File: config.mk
export PLATFORM = sky130hd
export DESIGN_NAME = flanger_top
export DESIGN_NICKNAME = d
export VERILOG_FILES = /design/src/verilog/flanger_pkg.sv /design/src/verilog/sample_credit_fifo.sv /design/src/verilog/delay_sweep_lfo.sv /design/src/verilog/delay_line_sram.sv /design/src/verilog/flanger_ctrl.sv /design/src/verilog/flanger_mixer.sv /design/src/verilog/flanger_top.sv
export VERILOG_INCLUDE_DIRS = /design/src /design/src/verilog
export SDC_FILE = /design/constraint.sdc
export NUM_CORES = 1
export LEC_CHECK = 0
export BUFFER_PORTS_ARGS = -buffer_cell sky130_fd_sc_hd__buf_2
export CORE_AREA = 10 10 251 253
export CTS_CLUSTER_DIAMETER = 80
export DETAILED_ROUTE_END_ITERATION = 6
export DIE_AREA = 0 0 261 263
export PLACE_DENSITY = 0.83
export SYNTH_ARGS = -nofsm -noshare
export SYNTH_HDL_FRONTEND = slang
export SYNTH_SLANG_ARGS = --single-unit
File: constraint.sdc
create_clock -name clk -period 6.34 [get_ports clk]
set_input_delay 1.268 -clock clk [delete_from_list [all_inputs] [get_ports clk]]
set_output_delay 1.268 -clock clk [all_outputs]
set_load 0.1 [all_outputs]
File: src/verilog/flanger_settings.svh
`ifndef FLANGER_SETTINGS_SVH
`define FLANGER_SETTINGS_SVH

// Delay line length in stereo samples, two memory words each
`define FLANGER_DEPTH 16
`define FLANGER_ADDR_W 5

// Sweep bounds in samples, both below FLANGER_DEPTH
`define FLANGER_DELAY_MIN 2
`define FLANGER_DELAY_MAX 5

// Processed samples per one-step delay change
`define FLANGER_SWEEP_DIV 2

// Input queue depth and initial producer credits
`define FLANGER_CREDITS 4

`endif

File: src/verilog/flanger_pkg.sv
package flanger_pkg;

  // One stored stereo sample, seen as memory halves or as channels
  typedef union packed {
    struct packed {
      logic [15:0] hi;
      logic [15:0] lo;
    } raw;
    struct packed {
      logic signed [15:0] left;
      logic signed [15:0] right;
    } chan;
  } audio_word_t;

  typedef enum logic [2:0] {
    clearing,
    idle,
    read_hi,
    read_lo,
    write_hi,
    write_lo,
    mix
  } ctrl_state_t;

endpackage

File: src/verilog/sample_credit_fifo.sv
`timescale 1ns/10ps
`include "flanger_settings.svh"

module sample_credit_fifo (
  input  logic                    clk,
  input  logic                    n_rst,
  input  logic                    sample_valid,
  input  flanger_pkg::audio_word_t sample_in,
  input  logic                    pop,
  output logic                    q_empty,
  output flanger_pkg::audio_word_t q_data,
  output logic                    credit_return
);
  import flanger_pkg::*;

  localparam int depth = `FLANGER_CREDITS;
  localparam int ptr_w = (depth > 1) ? $clog2(depth) : 1;
  localparam int cnt_w = $clog2(depth + 1);

  audio_word_t      entries [depth];
  logic [ptr_w-1:0] wr_ptr;
  logic [ptr_w-1:0] rd_ptr;
  logic [cnt_w-1:0] count;

  always_ff @(posedge clk) begin
    if (sample_valid) begin
      entries[wr_ptr] <= sample_in;
    end
  end

  always_ff @(posedge clk, negedge n_rst) begin
    if (!n_rst) begin
      wr_ptr        <= '0;
      rd_ptr        <= '0;
      count         <= '0;
      credit_return <= 1'b0;
    end else begin
      credit_return <= pop;
      if (sample_valid) begin
        wr_ptr <= (wr_ptr == ptr_w'(depth - 1)) ? '0 : wr_ptr + 1'b1;
      end
      if (pop) begin
        rd_ptr <= (rd_ptr == ptr_w'(depth - 1)) ? '0 : rd_ptr + 1'b1;
      end
      case ({sample_valid, pop})
        2'b10:   count <= count + 1'b1;
        2'b01:   count <= count - 1'b1;
        default: count <= count;
      endcase
    end
  end

  assign q_empty = (count == '0);
  assign q_data  = entries[rd_ptr];

  // Producer spent a credit it did not have
  a_no_overflow: assert property (@(posedge clk) disable iff (!n_rst)
    sample_valid |-> (count != cnt_w'(depth)));

  a_no_underflow: assert property (@(posedge clk) disable iff (!n_rst)
    pop |-> !q_empty);

endmodule

File: src/verilog/delay_sweep_lfo.sv
`timescale 1ns/10ps
`include "flanger_settings.svh"

module delay_sweep_lfo (
  input  logic                       clk,
  input  logic                       n_rst,
  input  logic                       advance,
  output logic [`FLANGER_ADDR_W-1:0] delay_samples
);

  localparam int div_w = $clog2(`FLANGER_SWEEP_DIV + 1);
  localparam logic [`FLANGER_ADDR_W-1:0] delay_min = `FLANGER_ADDR_W'(`FLANGER_DELAY_MIN);
  localparam logic [`FLANGER_ADDR_W-1:0] delay_max = `FLANGER_ADDR_W'(`FLANGER_DELAY_MAX);

  logic [div_w-1:0] div_cnt;
  logic             going_up;

  always_ff @(posedge clk, negedge n_rst) begin
    if (!n_rst) begin
      div_cnt       <= '0;
      going_up      <= 1'b1;
      delay_samples <= delay_min;
    end else if (advance) begin
      if (div_cnt == div_w'(`FLANGER_SWEEP_DIV - 1)) begin
        div_cnt <= '0;
        // Step toward the bound, turn around on arrival
        if (going_up) begin
          delay_samples <= delay_samples + 1'b1;
          if (delay_samples + 1'b1 == delay_max) going_up <= 1'b0;
        end else begin
          delay_samples <= delay_samples - 1'b1;
          if (delay_samples - 1'b1 == delay_min) going_up <= 1'b1;
        end
      end else begin
        div_cnt <= div_cnt + 1'b1;
      end
    end
  end

  a_delay_in_range: assert property (@(posedge clk) disable iff (!n_rst)
    (delay_samples >= delay_min) && (delay_samples <= delay_max));

endmodule

File: src/verilog/delay_line_sram.sv
`timescale 1ns/10ps
`include "flanger_settings.svh"

module delay_line_sram (
  input  logic                       clk,
  input  logic [`FLANGER_ADDR_W-1:0] mem_addr,
  input  logic [15:0]                mem_wdata,
  input  logic                       mem_we,
  input  logic                       mem_re,
  output logic [15:0]                mem_rdata
);

  localparam int words = 2 * `FLANGER_DEPTH;

  logic [15:0] mem [words];

  // Single port, read data lands one cycle after the request
  always_ff @(posedge clk) begin
    if (mem_we) begin
      mem[mem_addr] <= mem_wdata;
    end
    if (mem_re) begin
      mem_rdata <= mem[mem_addr];
    end
  end

  a_one_access: assert property (@(posedge clk)
    !(mem_re && mem_we));

endmodule

File: src/verilog/flanger_ctrl.sv
`timescale 1ns/10ps
`include "flanger_settings.svh"

module flanger_ctrl (
  input  logic                       clk,
  input  logic                       n_rst,
  input  logic                       q_empty,
  input  flanger_pkg::audio_word_t   q_data,
  output logic                       pop,
  input  logic [`FLANGER_ADDR_W-1:0] delay_samples,
  output logic                       advance,
  output logic [`FLANGER_ADDR_W-1:0] mem_addr,
  output logic [15:0]                mem_wdata,
  output logic                       mem_we,
  output logic                       mem_re,
  input  logic [15:0]                mem_rdata,
  output logic                       mix_valid,
  output flanger_pkg::audio_word_t   dry_sample,
  output flanger_pkg::audio_word_t   wet_sample
);
  import flanger_pkg::*;

  localparam int words  = 2 * `FLANGER_DEPTH;
  localparam int slot_w = `FLANGER_ADDR_W - 1;

  ctrl_state_t                state;
  ctrl_state_t                next_state;
  logic [`FLANGER_ADDR_W-1:0] clr_cnt;
  logic [`FLANGER_ADDR_W-1:0] seen;
  logic [slot_w-1:0]          wr_slot;
  logic [slot_w-1:0]          rd_slot;
  logic                       hist_ok;

  always_ff @(posedge clk, negedge n_rst) begin
    if (!n_rst) begin
      state   <= clearing;
      clr_cnt <= '0;
      wr_slot <= '0;
      seen    <= '0;
    end else begin
      state <= next_state;
      if (state == clearing) clr_cnt <= clr_cnt + 1'b1;
      if (state == mix) begin
        wr_slot <= wr_slot + 1'b1;
        // Saturate once history covers any delay
        if (seen != `FLANGER_ADDR_W'(`FLANGER_DEPTH)) seen <= seen + 1'b1;
      end
    end
  end

  always_comb begin
    next_state = state;
    case (state)
      clearing: if (clr_cnt == `FLANGER_ADDR_W'(words - 1)) next_state = idle;
      idle:     if (!q_empty) next_state = read_hi;
      read_hi:  next_state = read_lo;
      read_lo:  next_state = write_hi;
      write_hi: next_state = write_lo;
      write_lo: next_state = mix;
      mix:      next_state = idle;
      default:  next_state = clearing;
    endcase
  end

  // Slot index wraps naturally since the depth is a power of two
  assign rd_slot = wr_slot - delay_samples[slot_w-1:0];
  assign hist_ok = (seen >= delay_samples);

  assign pop       = (state == idle) && !q_empty;
  assign mem_re    = (state == read_hi) || (state == read_lo);
  assign mem_we    = (state == clearing) || (state == write_hi) || (state == write_lo);
  assign advance   = (state == mix);
  assign mix_valid = (state == mix);

  always_comb begin
    mem_addr  = '0;
    mem_wdata = '0;
    case (state)
      clearing: mem_addr = clr_cnt;
      read_hi:  mem_addr = {rd_slot, 1'b0};
      read_lo:  mem_addr = {rd_slot, 1'b1};
      write_hi: begin
        mem_addr  = {wr_slot, 1'b0};
        mem_wdata = dry_sample.raw.hi;
      end
      write_lo: begin
        mem_addr  = {wr_slot, 1'b1};
        mem_wdata = dry_sample.raw.lo;
      end
      default: mem_addr = '0;
    endcase
  end

  // High half returns during read_lo, low half during write_hi
  always_ff @(posedge clk) begin
    if (pop) dry_sample <= q_data;
    if (state == read_lo) wet_sample.raw.hi <= hist_ok ? mem_rdata : '0;
    if (state == write_hi) wet_sample.raw.lo <= hist_ok ? mem_rdata : '0;
  end

endmodule

File: src/verilog/flanger_mixer.sv
`timescale 1ns/10ps

module flanger_mixer (
  input  logic                     clk,
  input  logic                     n_rst,
  input  logic                     flanger_en,
  input  logic                     mix_valid,
  input  flanger_pkg::audio_word_t dry_sample,
  input  flanger_pkg::audio_word_t wet_sample,
  output logic                     out_valid,
  output flanger_pkg::audio_word_t out_sample
);
  import flanger_pkg::*;

  audio_word_t mixed;

  // Dry plus half wet, clamped to 16 bits
  function automatic logic [15:0] sat_mix(input logic [15:0] dry, input logic [15:0] wet);
    logic [16:0] sum;
    sum = {dry[15], dry} + {wet[15], wet[15], wet[15:1]};
    if (sum[16] != sum[15]) begin
      return sum[16] ? 16'h8000 : 16'h7fff;
    end
    return sum[15:0];
  endfunction

  always_comb begin
    if (flanger_en) begin
      mixed.chan.left  = sat_mix(dry_sample.chan.left, wet_sample.chan.left);
      mixed.chan.right = sat_mix(dry_sample.chan.right, wet_sample.chan.right);
    end else begin
      mixed = dry_sample;
    end
  end

  always_ff @(posedge clk, negedge n_rst) begin
    if (!n_rst) begin
      out_valid <= 1'b0;
    end else begin
      out_valid <= mix_valid;
    end
  end

  always_ff @(posedge clk) begin
    if (mix_valid) out_sample <= mixed;
  end

endmodule

File: src/verilog/flanger_top.sv
`timescale 1ns/10ps
`include "flanger_settings.svh"

module flanger_top (
  input  logic                     clk,
  input  logic                     n_rst,
  input  logic                     flanger_en,
  input  logic                     sample_valid,
  input  flanger_pkg::audio_word_t sample_in,
  output logic                     credit_return,
  output logic                     out_valid,
  output flanger_pkg::audio_word_t out_sample
);
  import flanger_pkg::*;

  logic                       q_empty;
  audio_word_t                q_data;
  logic                       pop;
  logic [`FLANGER_ADDR_W-1:0] delay_samples;
  logic                       advance;
  logic [`FLANGER_ADDR_W-1:0] mem_addr;
  logic [15:0]                mem_wdata;
  logic                       mem_we;
  logic                       mem_re;
  logic [15:0]                mem_rdata;
  logic                       mix_valid;
  audio_word_t                dry_sample;
  audio_word_t                wet_sample;

  sample_credit_fifo u_fifo (
    .clk           (clk),
    .n_rst         (n_rst),
    .sample_valid  (sample_valid),
    .sample_in     (sample_in),
    .pop           (pop),
    .q_empty       (q_empty),
    .q_data        (q_data),
    .credit_return (credit_return)
  );

  delay_sweep_lfo u_lfo (
    .clk           (clk),
    .n_rst         (n_rst),
    .advance       (advance),
    .delay_samples (delay_samples)
  );

  delay_line_sram u_sram (
    .clk       (clk),
    .mem_addr  (mem_addr),
    .mem_wdata (mem_wdata),
    .mem_we    (mem_we),
    .mem_re    (mem_re),
    .mem_rdata (mem_rdata)
  );

  flanger_ctrl u_ctrl (
    .clk           (clk),
    .n_rst         (n_rst),
    .q_empty       (q_empty),
    .q_data        (q_data),
    .pop           (pop),
    .delay_samples (delay_samples),
    .advance       (advance),
    .mem_addr      (mem_addr),
    .mem_wdata     (mem_wdata),
    .mem_we        (mem_we),
    .mem_re        (mem_re),
    .mem_rdata     (mem_rdata),
    .mix_valid     (mix_valid),
    .dry_sample    (dry_sample),
    .wet_sample    (wet_sample)
  );

  flanger_mixer u_mixer (
    .clk        (clk),
    .n_rst      (n_rst),
    .flanger_en (flanger_en),
    .mix_valid  (mix_valid),
    .dry_sample (dry_sample),
    .wet_sample (wet_sample),
    .out_valid  (out_valid),
    .out_sample (out_sample)
  );

endmodule

==> flow_metrics.py, run 1 <==
metrics = {
    "final_layout": {
        "fillCellCount": 4081,
        "drive_gt1_share_pct": 13.9,
        "finalNetCount": 2321,
        "finalInstanceArea_sq_um": 35300,
        "areaGrowthSynthToFinish_pct": 11.8,
    },
    "clock_tree": {
        "h-tree-depth": 3,
        "cts_tree": "done",
        "post_cts_buffers": 0,
        "cts_buffers": 75,
        "clockBufferDepth": 3,
        "clock-sinks": 751,
        "ctsResizeCount": 0,
        "cts.clk_slew.worst_paths_ns": 0.06,
        "hold_buffers": 0,
        "clkLatencyLatePin_ns": 0.63,
        "cts-root-buf": "clkbuf_16",
    },
    "global_route": {
        "grt.overflow.total": 0,
        "antenna_found_initial": 3,
        "grt_max_degree": 123,
        "track_usage_pct": 23.2,
        "grt_pass1_vias": 19300,
        "grt_pass1_wl_microns": 121000,
    },
    "drt": {
        "vias": 19500,
        "ant_nets": 0,
        "first_iter_violations": 2824,
        "wirelength_microns": 80000,
        "viasPerCell": 6.39,
        "drc": 0,
        "wl_per_cell_microns": 26.2,
        "dr.pass1.iters": 6,
    },
    "yosys": {
        "syn_area_per_cell_sq_um": 14.6,
        "synth_commonest_cells": "edfxtp_1 (717), nand2_1 (315), nand3_1 (124), nor2_1 (97), mux2i_1 (85)",
        "syn_area_sq_um": 31500,
        "synth.distinct_cells": 75,
        "synthCells": 2154,
        "synth.top_cells.by_area": "edfxtp_1 (68%), nand2_1 (3.7%), mux4_2 (2.9%)",
        "yosys_warnings": 0,
        "async_flop_share_pct": 4.53,
        "yosysMostFrequentCell": "edfxtp_1",
        "ys_ff_latch": 751,
        "syn_nets": 2250,
        "synth_top_area_share_pct": 68.3,
        "yosysSeqAreaShare_pct": 71.0,
        "yosysTopAreaCell": "edfxtp_1",
        "synth_edf_count": 717,
        "yosys_most_used_dff": "edfxtp_1",
    },
    "timing": {
        "rsz0062_at_grt": "no",
        "clock.fmax_mhz": 221,
        "skew_ns": 0.0300,
        "worst_pin_slew_ns": 1.33,
        "fin_crit_sh_pct": 71.3,
        "hold_viol": 0,
        "setup_viol": 0,
        "max-slew-margin-rel_pct": 10.7,
        "fin_crit_ns": 4.52,
        "slew_violations": 0,
        "fin_tns_setup_ns": 0,
    },
    "placement": {
        "hpwl_microns": 49400,
        "place_area_sq_um": 32800,
        "gp_congestion": 0.965,
        "io_buffer_count": 69,
    },
    "critical_path": {
        "crit_arrival_ns": 4.90,
        "end_kind": "flip-flop",
        "cp_slowest_stage_delay_ns": 0.91,
        "crit_family": "simple AND/OR/NAND/NOR gates",
        "cp-start-kind": "flip-flop",
        "worst-path-buf-inv": 2,
        "critPathMaxFanout": 63,
        "crit_type": "reg2reg",
        "cp_cell_sequence": "nor2b_2 > nand2_1 > buf_4 > nand2_4 > buf_12 > a211oi_1 > a311oi_1 > a21oi_1 > a221oi_1",
        "crit_required_ns": 6.72,
        "crit_path_top_delay_cell": "nor2b_2",
    },
    "pwr": {
        "seqPwrFrac_pct": 36.2,
        "fin_total_pwr_w": 0.0197,
        "ir_drop_mv": 0.479,
        "netSwitchingFraction_pct": 40.2,
        "power_density_nw_per_um2": 558,
        "leakagePower_nw": 12.5,
        "clockPowerShare_pct": 22.7,
        "p_int_w": 0.0118,
        "comb_power_share_pct": 41.1,
        "p_switching_w": 0.00791,
    },
    "floorplan": {
        "die_area_sq_um": 68600,
        "top_level_ports": 70,
        "die_h_microns": 263,
        "row_count": 89,
        "coreArea_sq_um": 58200,
        "start_util_pct": 54.1,
        "die_width_microns": 261,
    },
    "min_path": {
        "hold_path_class": "reg2reg",
    },
    "run": {
        "cap_violations": 0,
    },
    "status": {
        "status": "complete, no violations",
    },
}
## layer usage
layer  wire [microns]  GRT usage [%]
met3             8800           5.39
met4             3670           10.4
met1            29200           30.4
met5               18              0
met2            38300           36.6
## final cells by class
class | instances | area [sq um] | share of cell area, %
sequential | 751 | 22400 | 63.5
antenna | 1 | 2.50 | 0.00710
clock buffer | 95 | 2030 | 5.74
timing repair buffer | 111 | 698 | 1.98
inverter | 34 | 128 | 0.362
clock inverter | 41 | 440 | 1.25
tap | 773 | 967 | 2.74
multi-input combinational | 1252 | 8620 | 24.4
## final timing paths
kind,from,end,slack [ns],cells past startpoint
worst min register to register,u_fifo.count[2]$_DFFE_PN0P_,u_fifo.count[2]$_DFFE_PN0P_,0.47,1
max in group asynchronous,n_rst,u_fifo.rd_ptr[1]$_DFFE_PN0P_,4.98,1
worst min-delay path,u_fifo.count[2]$_DFFE_PN0P_,u_fifo.count[2]$_DFFE_PN0P_,0.47,1
worst max-delay path,u_ctrl.state[1]$_DFFE_PN0P_,u_sram.mem_rdata[10]$_DFFE_PP_,1.82,9
worst max register to register,u_ctrl.state[1]$_DFFE_PN0P_,u_sram.mem_rdata[10]$_DFFE_PP_,1.82,9
min in group asynchronous,n_rst,u_fifo.credit_return$_DFF_PN0_,0.75,1
## power groups by stage
stage               logic (W)  clock network (W)  registers, W
finish                0.00808            0.00446       0.00713
CTS                   0.00789            0.00450       0.00711
detailed placement    0.00782                  0       0.00720
global route          0.00857            0.00469       0.00717
global placement      0.00759                  0       0.00717
floorplan             0.00531                  0       0.00716
## placed cells by master (no fill, tap or decap), types with 20 or more instances in the layout
cell type	count
a21oi_1	34
mux4_2	41
dfrtp_1	30
a211oi_1	62
nor3_1	21
a31oi_1	47
nand4_1	20
nor2_1	76
xnor2_1	22
nand3_1	124
clkbuf_16	78
mux2i_1	85
buf_4	39
inv_1	33
o21ai_0	40
buf_2	69
edfxtp_1	717
ha_1	56
and3_1	56
nand2_1	314
## cells by family after synthesis
| family | after synthesis | synth area share [%] |
|---|---|---|
| buf+inv | 151 | 2.25 |
| mux | 136 | 5.98 |
| fa+ha+maj | 60 | 2.48 |
| flops | 751 | 71.0 |
| compound gates | 309 | 6.85 |
| simple gates | 705 | 10.3 |
| xor+xnor | 42 | 1.19 |
## state kept, by name, indices dropped and copies added (netlist names)
register / cells
u_sram.mem: 480
u_fifo.entries: 128
u_ctrl.dry_sample: 32
u_mixer.out_sample: 32
u_ctrl.wet_sample: 30
u_sram.mem_rdata: 15
u_ctrl.clr_cnt: 5
u_ctrl.seen: 5
u_lfo.delay_samples: 5
u_ctrl.wr_slot: 4
u_ctrl.state: 3
u_fifo.count: 3
u_fifo.rd_ptr: 2
u_fifo.wr_ptr: 2
u_lfo.div_cnt: 2
u_fifo.credit_return: 1
u_lfo.going_up: 1
u_mixer.out_valid: 1
## stage by stage
stage                     hold WS (ns)  setup slack (ns)  cells  utilization [%]
after floorplan                  0.434              2.73   2154                -
after CTS                        0.471              1.94   3056             60.5
after global routing             0.481              1.58   3058             60.5
final                            0.474              1.82   3058             60.5
after detailed placement         0.464              1.97   2920             56.3
after global placement           0.448              2.14   2920             56.3
## worst register-to-register path: cells and delay by family (launching register included)
family	cells	cell delay (ns)
simple gates	3	1.66
compound gates	4	1.20
buf+inv	2	0.76
flops	1	0.68
(Power assumes the default switching activity.)
==> inputs of run 2 (changes only) <==
clock period = 4.5 ns   (was 6.34 ns; I/O delays follow)
==> run 2 against run 1 <==
Effect of this change:
- the run now ends with DRC left
- wire length rose by 2.5%
- first-iteration DRC count rose by 7.9%
- sequential power rose by 40%
- via count grew 2.0%
- cell count up 2.1%
- core utilization is 0.64 points higher
- global-route usage rose by 0.42 points
==> flow_metrics.py, run 2 (synthesized netlist as in run 1, its figures left out) <==
metrics = {
    "final_layout": {
        "areaGrowthSynthToFinish_pct": 13.0,
        "final_core_util_pct": 61.2,
        "finalNetCount": 2381,
        "final_common_cell": "edfxtp_1",
        "fillCellCount": 4049,
        "regMostFlops": "u_sram.mem",
        "layout_common_cells": "edfxtp_1 (717), nand2_1 (314), nand3_1 (124), buf_4 (91), mux2i_1 (85)",
        "drive_gt1_share_pct": 15.8,
        "stdcell_count": 3122,
        "largest_reg_flops": 480,
        "reg_top3": "u_sram.mem: 480 flops, u_fifo.entries: 128 flops",
    },
    "drt": {
        "viasPerCell": 6.39,
        "dr.pass1.iters": 7,
        "first_iter_violations": 3047,
        "routed.top_layer": "met5",
        "met3_length_microns": 9650,
        "ant_nets": 0,
        "wl_met1_microns": 29700,
        "wirelength_microns": 82000,
        "wl_met2_microns": 38600,
        "drc": 2,
        "wl_per_cell_microns": 26.3,
        "vias": 19900,
    },
    "pwr": {
        "power_density_nw_per_um2": 786,
        "leakagePower_nw": 12.7,
        "ir_drop_mv": 0.507,
    },
    "status": {
        "status": "complete, but fails checks",
        "violations": "DRC",
    },
    "clock_tree": {
        "post_cts_buffers": 0,
        "clock-sinks": 751,
        "clkLatencyLatePin_ns": 0.63,
        "ctsResizeCount": 0,
        "cts.clk_slew.worst_paths_ns": 0.06,
        "hold_buffers": 0,
        "cts_buffers": 78,
        "cts_tree": "done",
        "cts-root-buf": "clkbuf_16",
        "h-tree-depth": 3,
        "clockBufferDepth": 3,
    },
    "global_route": {
        "grt.overflow.total": 0,
        "grt_pass1_vias": 19400,
        "grt_pass1_wl_microns": 123000,
        "track_usage_pct": 23.7,
        "antenna_found_initial": 1,
        "grt_max_degree": 89,
    },
    "timing": {
        "fin_crit_ns": 3.92,
        "worst_pin_slew_ns": 1.12,
        "fin_crit_sh_pct": 87.0,
        "hold_viol": 0,
        "slew_violations": 0,
        "max-slew-margin-rel_pct": 25.1,
        "rsz0062_at_grt": "no",
        "fin_tns_setup_ns": 0,
        "clock.fmax_mhz": 255,
        "setup_viol": 0,
        "skew_ns": 0.0294,
    },
    "critical_path": {
        "worst-path-buf-inv": 0,
        "crit_family": "compound AO/OA/AOI/OAI gates",
        "crit_type": "reg2reg",
        "cp-start-kind": "flip-flop",
        "cp_slowest_stage_delay_ns": 0.49,
        "end_kind": "flip-flop",
        "crit_required_ns": 4.96,
        "reg2reg_from": "u_ctrl.dry_sample[1]$_DFFE_PP_",
        "setup.worst_path.start": "u_ctrl.dry_sample[1]$_DFFE_PP_",
        "critPathMaxFanout": 11,
        "crit_arrival_ns": 4.37,
        "cp_cell_sequence": "ha_1 > a211oi_1 > o21ai_0 > a21oi_1 > o21ai_0 > a31oi_1 > nor4_1 > or3_1 > ha_1 > nand3_1 > a31oi_1",
        "crit_path_top_delay_cell": "ha_1",
    },
    "run": {
        "cap_violations": 0,
    },
    "floorplan": {
        "row_count": 89,
        "coreArea_sq_um": 58200,
        "start_util_pct": 54.1,
        "die_width_microns": 261,
        "die_h_microns": 263,
        "die_area_sq_um": 68600,
        "top_level_ports": 70,
    },
    "placement": {
        "io_buffer_count": 69,
        "hpwl_microns": 51700,
        "placed_cells": 2978,
        "gp_congestion": 0.957,
    },
    "min_path": {
        "hold_path_class": "in2async",
    },
}
-- run 2: path summary, 6_finish.rpt --
| kind | to | slack, ns | depth (start not counted) |
|---|---|---|---|
| worst max-delay path | u_mixer.out_sample[1]$_DFFE_PP_ | 0.58 | 11 |
| max in group asynchronous | u_fifo.rd_ptr[0]$_DFFE_PN0P_ | 3.49 | 1 |
| worst min-delay path | u_fifo.credit_return$_DFF_PN0_ | 0.39 | 1 |
| worst min register to register | u_fifo.count[2]$_DFFE_PN0P_ | 0.48 | 1 |
| worst max register to register | u_mixer.out_sample[1]$_DFFE_PP_ | 0.58 | 11 |
| min in group clk | u_fifo.count[2]$_DFFE_PN0P_ | 0.48 | 1 |
-- run 2: final cells by class --
class	count	area, sq um	share of cell area [%]
antenna	1	2.50	0.00702
clock buffer	101	2130	5.98
clock inverter	42	288	0.807
inverter	34	128	0.358
multi-input combinational	1252	8550	24.0
sequential	751	22400	62.8
tap	773	967	2.71
timing repair buffer	168	1190	3.34
-- run 2: metal layers --
metal | track usage [%] | vias to the layer above
li1 | - | 8527
met5 | 0 | -
met1 | 31.2 | 9704
met4 | 10.9 | 2
met3 | 5.41 | 249
met2 | 36.9 | 1453
-- run 2: stage by stage --
step | power (W) | hold slack [ns] | setup slack (ns) | instance area (sq um)
after global placement | 0.0213 | 0.448 | 0.785 | 33200
after global routing | 0.0291 | 0.428 | 0.310 | 35600
after detailed placement | 0.0216 | 0.460 | 0.705 | 33200
after CTS | 0.0278 | 0.431 | 0.678 | 35600
after floorplan | 0.0176 | 0.434 | 0.892 | 31500
final | 0.0280 | 0.388 | 0.583 | 35600
-- run 2: worst reg2reg max path, delay by kind of cell (launching register included) --
family                     cells  cell delay, ns
AOI/OAI and AO/OA              6            1.57
adders and majority gates      2            0.85
DFF                            1            0.45
and+or+nand+nor                3            0.88
-- run 2: power breakdown --
| part | total, W | internal (W) | switching [W] |
|---|---|---|---|
| sequential | 0.00998 | 0.00937 | 0.000610 |
| clock | 0.00610 | 0.00347 | 0.00263 |
| combinational | 0.0119 | 0.00388 | 0.00806 |
| total | 0.0280 | 0.0167 | 0.0113 |
